<file path="src/hdl/ctrlPkg.sv">
`default_nettype none

package ctrlPkg;

    // Step encoding of the multicycle sequence
    localparam int stepW = 4;

    localparam logic [stepW-1:0] stepFetch       = 4'd0;
    localparam logic [stepW-1:0] stepPcUpdate    = 4'd1;
    localparam logic [stepW-1:0] stepIrLoad      = 4'd2;
    localparam logic [stepW-1:0] stepRegRead     = 4'd3;
    localparam logic [stepW-1:0] stepDispatch    = 4'd4;
    localparam logic [stepW-1:0] stepExecAlu     = 4'd5;
    localparam logic [stepW-1:0] stepWriteAlu    = 4'd6;
    localparam logic [stepW-1:0] stepShiftLoad   = 4'd7;
    localparam logic [stepW-1:0] stepShiftRun    = 4'd8;
    localparam logic [stepW-1:0] stepShiftSettle = 4'd9;
    localparam logic [stepW-1:0] stepWriteShift  = 4'd10;
    localparam logic [stepW-1:0] stepRetire      = 4'd11;

    // Instruction fields
    localparam int fieldW = 6;

    localparam logic [fieldW-1:0] opcodeRFormat = 6'h00;
    localparam logic [fieldW-1:0] opcodeAddi    = 6'h08;

    localparam logic [fieldW-1:0] functAdd  = 6'h20;
    localparam logic [fieldW-1:0] functSub  = 6'h22;
    localparam logic [fieldW-1:0] functAnd  = 6'h24;
    localparam logic [fieldW-1:0] functSll  = 6'h00;
    localparam logic [fieldW-1:0] functSrl  = 6'h02;
    localparam logic [fieldW-1:0] functSra  = 6'h03;
    localparam logic [fieldW-1:0] functSllv = 6'h04;
    localparam logic [fieldW-1:0] functSrav = 6'h07;

    // Execute path picked at dispatch
    localparam int pathW = 2;

    localparam logic [pathW-1:0] pathNone  = 2'd0;
    localparam logic [pathW-1:0] pathAlu   = 2'd1;
    localparam logic [pathW-1:0] pathShift = 2'd2;

    // ALU operation
    localparam int aluOpW = 3;

    localparam logic [aluOpW-1:0] aluOpNone = 3'd0;
    localparam logic [aluOpW-1:0] aluOpAdd  = 3'd1;
    localparam logic [aluOpW-1:0] aluOpSub  = 3'd2;
    localparam logic [aluOpW-1:0] aluOpAnd  = 3'd3;

    // Shift register commands
    localparam int shiftCtrlW = 3;

    localparam logic [shiftCtrlW-1:0] shiftNone       = 3'd0;
    localparam logic [shiftCtrlW-1:0] shiftLoad       = 3'd1;
    localparam logic [shiftCtrlW-1:0] shiftLeft       = 3'd2;
    localparam logic [shiftCtrlW-1:0] shiftRightLogic = 3'd3;
    localparam logic [shiftCtrlW-1:0] shiftRightArith = 3'd4;

    // ALU B operand mux
    localparam int aluSrcBW = 3;

    localparam logic [aluSrcBW-1:0] srcBRegB   = 3'd0;
    localparam logic [aluSrcBW-1:0] srcBFour   = 3'd1;
    localparam logic [aluSrcBW-1:0] srcBImm    = 3'd3;
    localparam logic [aluSrcBW-1:0] srcBBranch = 3'd4;

    // ALU A operand mux
    localparam int aluSrcAW = 2;

    localparam logic [aluSrcAW-1:0] srcAPc   = 2'd0;
    localparam logic [aluSrcAW-1:0] srcARegA = 2'd1;

    // Destination register mux
    localparam int regDstW = 2;

    localparam logic [regDstW-1:0] dstRt = 2'd0;
    localparam logic [regDstW-1:0] dstRd = 2'd3;

    // Write-back data mux
    localparam int memToRegW = 3;

    localparam logic [memToRegW-1:0] wbAluOut = 3'd0;
    localparam logic [memToRegW-1:0] wbShift  = 3'd2;

    // Shift amount source
    localparam int shamtSelW = 2;

    localparam logic [shamtSelW-1:0] shamtField = 2'd0;
    localparam logic [shamtSelW-1:0] shamtRegB  = 2'd3;

endpackage

`default_nettype wire

</file>
<file path="src/hdl/instrDecoder.sv">
`default_nettype none

module instrDecoder (
    input  logic [ctrlPkg::fieldW-1:0]     opcode,
    input  logic [ctrlPkg::fieldW-1:0]     funct,
    output logic [ctrlPkg::pathW-1:0]      execPath,
    output logic [ctrlPkg::aluOpW-1:0]     aluOp,
    output logic                           useImm,
    output logic [ctrlPkg::shiftCtrlW-1:0] shiftKind,
    output logic                           shiftByReg
);

    import ctrlPkg::*;

    always_comb begin
        execPath   = pathNone;
        aluOp      = aluOpNone;
        useImm     = 1'b0;
        shiftKind  = shiftNone;
        shiftByReg = 1'b0;

        case (opcode)
            opcodeRFormat: begin
                // R format is told apart by funct
                case (funct)
                    functAdd: begin
                        execPath = pathAlu;
                        aluOp    = aluOpAdd;
                    end
                    functSub: begin
                        execPath = pathAlu;
                        aluOp    = aluOpSub;
                    end
                    functAnd: begin
                        execPath = pathAlu;
                        aluOp    = aluOpAnd;
                    end
                    functSll: begin
                        execPath  = pathShift;
                        shiftKind = shiftLeft;
                    end
                    functSrl: begin
                        execPath  = pathShift;
                        shiftKind = shiftRightLogic;
                    end
                    functSra: begin
                        execPath  = pathShift;
                        shiftKind = shiftRightArith;
                    end
                    functSllv: begin
                        execPath   = pathShift;
                        shiftKind  = shiftLeft;
                        shiftByReg = 1'b1;
                    end
                    functSrav: begin
                        execPath   = pathShift;
                        shiftKind  = shiftRightArith;
                        shiftByReg = 1'b1;
                    end
                    default: begin
                        execPath = pathNone;
                    end
                endcase
            end
            opcodeAddi: begin
                execPath = pathAlu;
                aluOp    = aluOpAdd;
                useImm   = 1'b1;
            end
            default: begin
                execPath = pathNone;
            end
        endcase
    end

    // Shift and ALU paths never drive the ALU together
    always_comb begin
        assert (execPath != pathShift || aluOp == aluOpNone)
            else $error("shift path decoded with ALU op %0d", aluOp);
    end

endmodule

`default_nettype wire

</file>
<file path="src/hdl/stepSequencer.sv">
`default_nettype none

module stepSequencer (
    input  logic                      clk,
    input  logic                      reset,
    input  logic [ctrlPkg::pathW-1:0] execPath,
    output logic [ctrlPkg::stepW-1:0] step
);

    import ctrlPkg::*;

    logic [stepW-1:0] nextStep;

    always_comb begin
        nextStep = stepFetch;
        case (step)
            stepFetch:       nextStep = stepPcUpdate;
            stepPcUpdate:    nextStep = stepIrLoad;
            stepIrLoad:      nextStep = stepRegRead;
            stepRegRead:     nextStep = stepDispatch;
            stepDispatch: begin
                // Unsupported instructions skip straight to retire
                case (execPath)
                    pathAlu:   nextStep = stepExecAlu;
                    pathShift: nextStep = stepShiftLoad;
                    default:   nextStep = stepRetire;
                endcase
            end
            stepExecAlu:     nextStep = stepWriteAlu;
            stepWriteAlu:    nextStep = stepRetire;
            stepShiftLoad:   nextStep = stepShiftRun;
            stepShiftRun:    nextStep = stepShiftSettle;
            stepShiftSettle: nextStep = stepWriteShift;
            stepWriteShift:  nextStep = stepRetire;
            stepRetire:      nextStep = stepFetch;
            default:         nextStep = stepFetch;
        endcase
    end

    always_ff @(posedge clk) begin
        if (reset) begin
            step <= stepFetch;
        end else begin
            step <= nextStep;
        end
    end

    // Only the twelve defined codes ever appear
    assert property (@(posedge clk) disable iff (reset)
        step <= stepRetire)
        else $error("undefined step code %0d", step);

    // Each instruction ends with exactly one delay step
    assert property (@(posedge clk) disable iff (reset)
        step == stepRetire |=> step == stepFetch)
        else $error("retire not followed by fetch");

endmodule

`default_nettype wire

</file>
<file path="src/hdl/controlWordGen.sv">
`default_nettype none

module controlWordGen (
    input  logic [ctrlPkg::stepW-1:0]      step,
    input  logic [ctrlPkg::aluOpW-1:0]     aluOp,
    input  logic                           useImm,
    input  logic [ctrlPkg::shiftCtrlW-1:0] shiftKind,
    input  logic                           shiftByReg,
    output logic                           pcWrite,
    output logic                           irWrite,
    output logic                           regWrite,
    output logic                           aWrite,
    output logic                           bWrite,
    output logic                           aluOutWrite,
    output logic [ctrlPkg::regDstW-1:0]    regDst,
    output logic [ctrlPkg::aluSrcAW-1:0]   aluSrcA,
    output logic [ctrlPkg::shamtSelW-1:0]  shamtSel,
    output logic                           shiftSrc,
    output logic [ctrlPkg::memToRegW-1:0]  memToReg,
    output logic [ctrlPkg::aluSrcBW-1:0]   aluSrcB,
    output logic [ctrlPkg::aluOpW-1:0]     aluOpOut,
    output logic [ctrlPkg::shiftCtrlW-1:0] shiftCtrl
);

    import ctrlPkg::*;

    // Shift amount comes from the instruction unless the shift is variable
    logic                 amountFromField;
    logic [shamtSelW-1:0] amountSel;

    assign amountFromField = ~shiftByReg;
    assign amountSel       = shiftByReg ? shamtRegB : shamtField;

    always_comb begin
        pcWrite     = 1'b0;
        irWrite     = 1'b0;
        regWrite    = 1'b0;
        aWrite      = 1'b0;
        bWrite      = 1'b0;
        aluOutWrite = 1'b0;
        regDst      = dstRt;
        aluSrcA     = srcAPc;
        shamtSel    = shamtField;
        shiftSrc    = 1'b0;
        memToReg    = wbAluOut;
        aluSrcB     = srcBRegB;
        aluOpOut    = aluOpNone;
        shiftCtrl   = shiftNone;

        case (step)
            stepFetch: begin
                aluSrcB  = srcBFour;
                aluOpOut = aluOpAdd;
            end
            stepPcUpdate: begin
                pcWrite  = 1'b1;
                aluSrcB  = srcBFour;
                aluOpOut = aluOpAdd;
            end
            stepIrLoad: begin
                irWrite = 1'b1;
                aluSrcB = srcBFour;
            end
            stepRegRead: begin
                // Branch target is computed speculatively here
                aWrite      = 1'b1;
                bWrite      = 1'b1;
                aluOutWrite = 1'b1;
                aluSrcB     = srcBBranch;
                aluOpOut    = aluOpAdd;
            end
            stepDispatch: begin
                aluOpOut = aluOpAdd;
            end
            stepExecAlu: begin
                aluOutWrite = 1'b1;
                aluSrcA     = srcARegA;
                aluSrcB     = useImm ? srcBImm : srcBRegB;
                aluOpOut    = aluOp;
            end
            stepWriteAlu: begin
                regWrite = 1'b1;
                regDst   = useImm ? dstRt : dstRd;
                memToReg = wbAluOut;
            end
            stepShiftLoad: begin
                shiftCtrl = shiftLoad;
                shiftSrc  = amountFromField;
                shamtSel  = amountSel;
            end
            stepShiftRun: begin
                shiftCtrl = shiftKind;
                shiftSrc  = amountFromField;
                shamtSel  = amountSel;
            end
            stepWriteShift: begin
                regWrite = 1'b1;
                regDst   = dstRd;
                memToReg = wbShift;
            end
            default: begin
                // Settle and retire leave everything idle
                shiftCtrl = shiftNone;
            end
        endcase
    end

    // Register file write and instruction load belong to different steps
    always_comb begin
        assert (!(regWrite && irWrite))
            else $error("regWrite and irWrite both high in step %0d", step);
    end

endmodule

`default_nettype wire

</file>
<file path="src/hdl/multicycleCtrl.sv">
`default_nettype none

module multicycleCtrl (
    input  logic                           clk,
    input  logic                           reset,
    input  logic [ctrlPkg::fieldW-1:0]     opcode,
    input  logic [ctrlPkg::fieldW-1:0]     funct,
    output logic                           pcWrite,
    output logic                           irWrite,
    output logic                           regWrite,
    output logic                           aWrite,
    output logic                           bWrite,
    output logic                           aluOutWrite,
    output logic [ctrlPkg::regDstW-1:0]    regDst,
    output logic [ctrlPkg::aluSrcAW-1:0]   aluSrcA,
    output logic [ctrlPkg::shamtSelW-1:0]  shamtSel,
    output logic                           shiftSrc,
    output logic [ctrlPkg::memToRegW-1:0]  memToReg,
    output logic [ctrlPkg::aluSrcBW-1:0]   aluSrcB,
    output logic [ctrlPkg::aluOpW-1:0]     aluOp,
    output logic [ctrlPkg::shiftCtrlW-1:0] shiftCtrl
);

    import ctrlPkg::*;

    logic [pathW-1:0]      execPath;
    logic [aluOpW-1:0]     decAluOp;
    logic                  useImm;
    logic [shiftCtrlW-1:0] shiftKind;
    logic                  shiftByReg;
    logic [stepW-1:0]      step;

    instrDecoder decoder_i (
        .opcode    (opcode),
        .funct     (funct),
        .execPath  (execPath),
        .aluOp     (decAluOp),
        .useImm    (useImm),
        .shiftKind (shiftKind),
        .shiftByReg(shiftByReg)
    );

    stepSequencer sequencer_i (
        .clk     (clk),
        .reset   (reset),
        .execPath(execPath),
        .step    (step)
    );

    controlWordGen wordGen_i (
        .step       (step),
        .aluOp      (decAluOp),
        .useImm     (useImm),
        .shiftKind  (shiftKind),
        .shiftByReg (shiftByReg),
        .pcWrite    (pcWrite),
        .irWrite    (irWrite),
        .regWrite   (regWrite),
        .aWrite     (aWrite),
        .bWrite     (bWrite),
        .aluOutWrite(aluOutWrite),
        .regDst     (regDst),
        .aluSrcA    (aluSrcA),
        .shamtSel   (shamtSel),
        .shiftSrc   (shiftSrc),
        .memToReg   (memToReg),
        .aluSrcB    (aluSrcB),
        .aluOpOut   (aluOp),
        .shiftCtrl  (shiftCtrl)
    );

endmodule

`default_nettype wire

</file>
<file path="config.mk">
export PLATFORM = sky130hd
export DESIGN_NAME = multicycleCtrl
export DESIGN_NICKNAME = d
export VERILOG_FILES = /design/src/hdl/ctrlPkg.sv /design/src/hdl/instrDecoder.sv /design/src/hdl/stepSequencer.sv /design/src/hdl/controlWordGen.sv /design/src/hdl/multicycleCtrl.sv
export SDC_FILE = /design/constraint.sdc
export NUM_CORES = 1
export LEC_CHECK = 0
export BUFFER_PORTS_ARGS = -buffer_cell sky130_fd_sc_hd__buf_2
export CAP_MARGIN = 25
export CORE_MARGIN = 2
export CORE_UTILIZATION = 40
export DETAILED_ROUTE_END_ITERATION = 10
export GPL_ROUTABILITY_DRIVEN = 0
export PLACE_DENSITY = 0.82
export SYNTH_ARGS = -nofsm -noshare
export SYNTH_HDL_FRONTEND = slang
export SYNTH_SLANG_ARGS = --single-unit
</file>
<file path="constraint.sdc">
create_clock -name clk -period 1.96 [get_ports clk]
set_input_delay 0 -clock clk [delete_from_list [all_inputs] [get_ports clk]]
set_output_delay 0 -clock clk [all_outputs]
set_load 0.005 [all_outputs]
</file>
Word-level counts from Yosys, hierarchy flattened
Index checks and enable logic that the tools add are counted.
Storage, ports and cells
  word-level logic and storage cells: 62
  memories: 0
  RAM bits: 0
  flip-flop bits (word level): 4
  latch bits: 0
  output and inout port bits: 25
  bits of input ports: 14
  bits in read-only memories: 0
Operators by class
  $lt $le $gt $ge: 0
  multiplexer cells: 27
  $mul: 0
  eq/ne operators: 20
  shifts and indexed selects: 0
  add/subtract/negate cells: 0
  bitwise gates (word level): 1
  div/mod/pow operators: 0
  reductions and logical operators: 13
Operator list (count)
  4-bit case mux with 10 select lines: 1
  6-bit == test, second input constant: 3
  3-bit case mux with 2 select lines: 3
  3-bit case mux with 3 select lines: 2
  4-bit by 3-bit == test with 1-bit output, second input constant: 4
  4-bit == test, second input constant: 3
  6-bit by 2-bit == test with 1-bit output, second input constant: 2
  6-bit by 3-bit == test with 1-bit output, second input constant: 2
  6-bit zero test: 2
  2-bit case mux with 2 select lines: 3
  2-bit OR reduction: 6
  1-bit two-way mux: 10
  2-bit two-way mux: 5
  4-bit by 2-bit == test with 1-bit output, second input constant: 2
  4-bit case mux with 2 select lines: 1
  6-bit by 4-bit == test with 1-bit output, second input constant: 1
  2-bit case mux with 3 select lines: 1
  3-bit OR reduction: 2
  5-bit OR reduction: 1
  4-bit by 1-bit == test with 1-bit output, second input constant: 1
  4-bit zero test: 1
  4-bit OR reduction: 1
  3-bit two-way mux: 1
  2-bit by 1-bit == test with 1-bit output, second input constant: 1
  2 further kinds: 2

Logic depth before layout (Yosys ltp)
  depth after elaboration: 7
  mapped depth: 8
  depth with buffers taken out: 7

Modules after synthesis
From an unflattened synthesis, not the netlist that was laid out.
Second synthesis, totals
  cell total of the unflattened synthesis: 87
  area total of the unflattened synthesis: 638.1 um^2
By module, submodules not included
  controlWordGen: seq. area each 0.0 um^2, instances 1, area each 277.8 um^2, cells each 42
  stepSequencer: seq. area each 80.1 um^2, instances 1, area each 186.4 um^2, cells each 20
  instrDecoder: seq. area each 0.0 um^2, instances 1, area each 173.9 um^2, cells each 25

Least setup slack after synthesis
OpenSTA, ideal clock, no wires.
  path type: input port to flip-flop
  start: input port opcode[1] in the netlist's numbering
  end: register sequencer_i.step[2] in the netlist's numbering
  setup time: 0.078 ns
  required time: 1.882 ns
  path slack: 0.345 ns
  stages: 6
  path buffers: 0
  data arrival time: 1.538 ns
  cells stage by stage: or4_4 > nor4b_4 > nand2_1 > ha_1 > o31a_1 > nor3_1
On the way
  cells in the longest elaborated chain, start to end: 5
  elaborated cells between the ends (all ways): 7
  classes of those cells: eq/ne: 3; mux: 3; reduce/logical: 1
Ends and longest elaborated chain
  start: declaration: RTL line multicycleCtrl.sv:6  | input logic [ctrlPkg::fieldW-1:0] opcode,
  6-bit by 4-bit == test with 1-bit output / 6-bit zero test (equally long branches): RTL line instrDecoder.sv:22  | case (opcode)
  2-bit case mux with 2 select lines *: RTL line instrDecoder.sv:22
  2-bit == test / 2-bit by 1-bit == test with 1-bit output (equally long branches): RTL line stepSequencer.sv:23  | case (execPath)
  4-bit case mux with 2 select lines *: RTL line stepSequencer.sv:23
  4-bit case mux with 10 select lines *: RTL line stepSequencer.sv:16  | case (step)
  end signal: assignment: RTL line stepSequencer.sv:42  | step <= stepFetch;
  end signal: assignment: RTL line stepSequencer.sv:44  | step <= nextStep;
  end: declaration: RTL line stepSequencer.sv:7  | output logic [ctrlPkg::stepW-1:0] step
Mark *: on every way between the ends. The rest lies on a longest branch, timed or not.
A chain may end at the register's enable or synchronous reset.

Final worst setup path
  start: register sequencer_i.step[3] in the netlist's numbering
  end: output port shiftCtrl[0] in the netlist's numbering
On the way
  cells in the longest elaborated chain, start to end: 2
  elaborated cells between the ends (all ways): 3
  classes of those cells: eq/ne: 2; mux: 1
Ends and longest elaborated chain
  4-bit == test / 4-bit by 3-bit == test with 1-bit output (equally long branches): RTL line controlWordGen.sv:50  | case (step)
  3-bit case mux with 2 select lines *: RTL line controlWordGen.sv:50
  end: declaration: RTL line multicycleCtrl.sv:21  | output logic [ctrlPkg::shiftCtrlW-1:0] shiftCtrl
Marked as above.

==> flow_summary_export.csv <==
group,metric,value,unit
status,status,"completed",
route,wl,1435,um
global_route,antenna_found_initial,0,
sta,finalCritPeriodShare,0.8989,
sta,period_needed,1.762,ns
synth,synthTopCellsByCount,"10 x nand2_1, 10 x nor2_1, 8 x nor3_1",
sta,setup_viol,0,
synth,synth-edff-count,0,
floorplan,start_util,0.4402,
synth,yosys.area.top_type,"dfxtp_1",
synth,netlist_instances,85,
clocking,cts_buffers,3,
synth,yosys-top-cells-area,"dfxtp_1 13%, buf_4 8.8%, nor3_1 6.7%",
floorplan,die_x,42.55,um
route,drc_errors,0,
clocking,cts_sinks,4,
route,dr.pass1.iters,4,
synth,syn_area,594.3,um2
synth,synth_top_area_frac,0.1347,
global_route,grt_max_degree,13,
clocking,clockRootBuffer,"clkbuf_4",
sta,finalClockSkew,0.003116,ns
route,via_per_inst,5.223,
critical_path,startpoint_type,"register",
floorplan,rows,13,
synth,ys_ff_latch,4,
critical_path,path_class,"register to primary output",
route,post_drt_wl_per_cell,11.04,um
route,num_vias,679,
clocking,clock_path_buffers,2,
clocking,cts_tree,"built",
global_route,grt_pass1_vias,574,
finish,area_growth,24.21,%
clocking,clk_pin_slew_worst_paths,0.04,ns
finish,largestRegisters,"sequencer_i.step: 4 flops",
floorplan,die_area,1810,um2
finish,finalNonFillerCells,130,
placed_design,dp_cells,126,
worst_hold_path,min_path_type,"input port to primary output",
route,final_antenna_net_count,0,
floorplan,design.core.area,1350,um2
finish,nFillCells,136,
synth,ys_types,33,
synth,yosysWarnings,0,
critical_path,critPathArrivalTime,1.76,ns
sta,hold_violations,0,
finish,largest_register_ffs,4,
route,first_iter_violations,11,
clocking,cts-resized-gates,0,
sta,rsz0062_at_grt,"false",
global_route,grt.total_usage,0.1617,
floorplan,num_io_pins,39,
synth,async_reset_ff_frac,0,
pwr,p_leak,0.0003612,uW
global_route,grt_overflow,0,
finish,fin_nets,132,
finish,top_register,"sequencer_i.step",
synth,synth-main-ff-cell,"dfxtp_1",
sta,fmax,0.5676,GHz
placed_design,io_buffers,34,
pwr,vdd_drop_max,270.4,uV
finish,seqCellArea,80.08,um2
placed_design,dpl.hpwl,1119,um
critical_path,cp.required,1.96,ns
sta,final_max_slew_viol_count,0,
sta,finalSetupTns,0,ns
pwr,p_per_area,421.5,nW/um2
synth,syn_avg_cell_area,6.992,um2
synth,ys_seq_area_frac,0.1347,
finish,drive_above_1_share,0.3826,
finish,multi_input_area,425.4,um2
critical_path,worstSetupEndpointType,"primary output",
global_route,grt_pass1_wl,2283,um
critical_path,crit_path_max_fanout,12,
floorplan,die_h,42.55,um
clocking,cts-htree-levels,1,
finish,n_antenna_cell,0,
job,maxCapViolCount,0,
clocking,clock_latency,0.23,ns
==> cell type report <==
| type | instances | share of cell area |
|---|---|---|
| tap | 15 | 0.02542 |
| timing repair buffer | 36 | 0.2542 |
| inverter | 1 | 0.005085 |
| multi-input combinational | 71 | 0.5763 |
| sequential | 4 | 0.1085 |
| clock buffer | 3 | 0.03051 |
==> routing by layer <==
metal / track usage / vias up / routed length [um]
met4: 0.07500 / 0 / 0
li1: - / 348 / -
met5: 0 / - / 0
met2: 0.2831 / 16 / 755
met1: 0.1867 / 315 / 633
met3: 0.03017 / 0 / 46
==> power breakdown <==
group	total (uW)	internal (uW)	leakage [uW]	switching, uW
sequential	108	88.2	0.0000329	20.2
clock	100	68.4	0.0000138	31.8
combinational	103	51.4	0.000314	51.2
total	311	208	0.000361	103
==> stage by stage <==
step | total power (uW) | setup slack, ns | instance area [um2] | hold WS (ns) | util
floorplan | 181.2 | 0.3445 | 605.6 | 0.04780 | -
global placement | 207.2 | 0.2874 | 705.7 | 0.1960 | 0.5227
detailed placement | 209.6 | 0.2173 | 705.7 | 0.1991 | 0.5227
CTS | 314.5 | 0.2390 | 738.2 | 0.3304 | 0.5468
global route | 337.2 | 0.08013 | 738.2 | 0.3569 | 0.5468
finish | 311.2 | 0.1982 | 738.2 | 0.3376 | 0.5468
==> worst paths after layout <==
check                 startpoint                   to  slack [ns]  depth (start not counted)
min                     funct[2]         shiftCtrl[0]        0.34                          3
min reg2reg  sequencer_i.step[0]  sequencer_i.step[0]        0.59                          1
max          sequencer_i.step[3]         shiftCtrl[0]        0.20                          5
max reg2reg  sequencer_i.step[2]  sequencer_i.step[3]        0.73                          4
==> worst max-delay path, cell delays in order, from the launching register on <==
cell and delay, ns:
dfxtp_1 0.56, nand2b_1 0.24, nor3_2 0.28, nand3_2 0.11, o31ai_2 0.19, buf_2 0.15
==> cell usage in the layout (no fill, tap or decap), types with 2 or more instances in the layout <==
cell type  Yosys  routed
dfxtp_1        4       4
a21oi_1        6       6
nor2b_1        5       5
conb_1         1       4
nand2_1       10      10
xnor2_1        2       2
nand2b_1       4       4
buf_2          0      34
nand3_1        3       3
nor3_1         8       8
nor2_1        10      10
a21o_1         2       2
clkbuf_4       0       3
==> cells by family (layout without fill, tap and decap cells) <==
logic type / count (synthesis) / count (layout) / synth area share
AND/OR/NAND/NOR: 48 / 48 / 0.4527
AO/OA/AOI/OAI: 15 / 15 / 0.1726
buffers and inverters: 13 / 40 / 0.1684
flip-flops: 4 / 4 / 0.1347
XOR/XNOR: 3 / 3 / 0.04422
adder cells (fa/ha/maj): 1 / 1 / 0.02105
other: 1 / 4 / 0.006310
==> repair_timing <==
item / CTS / global route
setup buffers: 0 / 0
hold buffers: 1 / 0
endpoints found under the hold margin: 2 / 0
No activity file was read; power rests on OpenSTA's default activity.
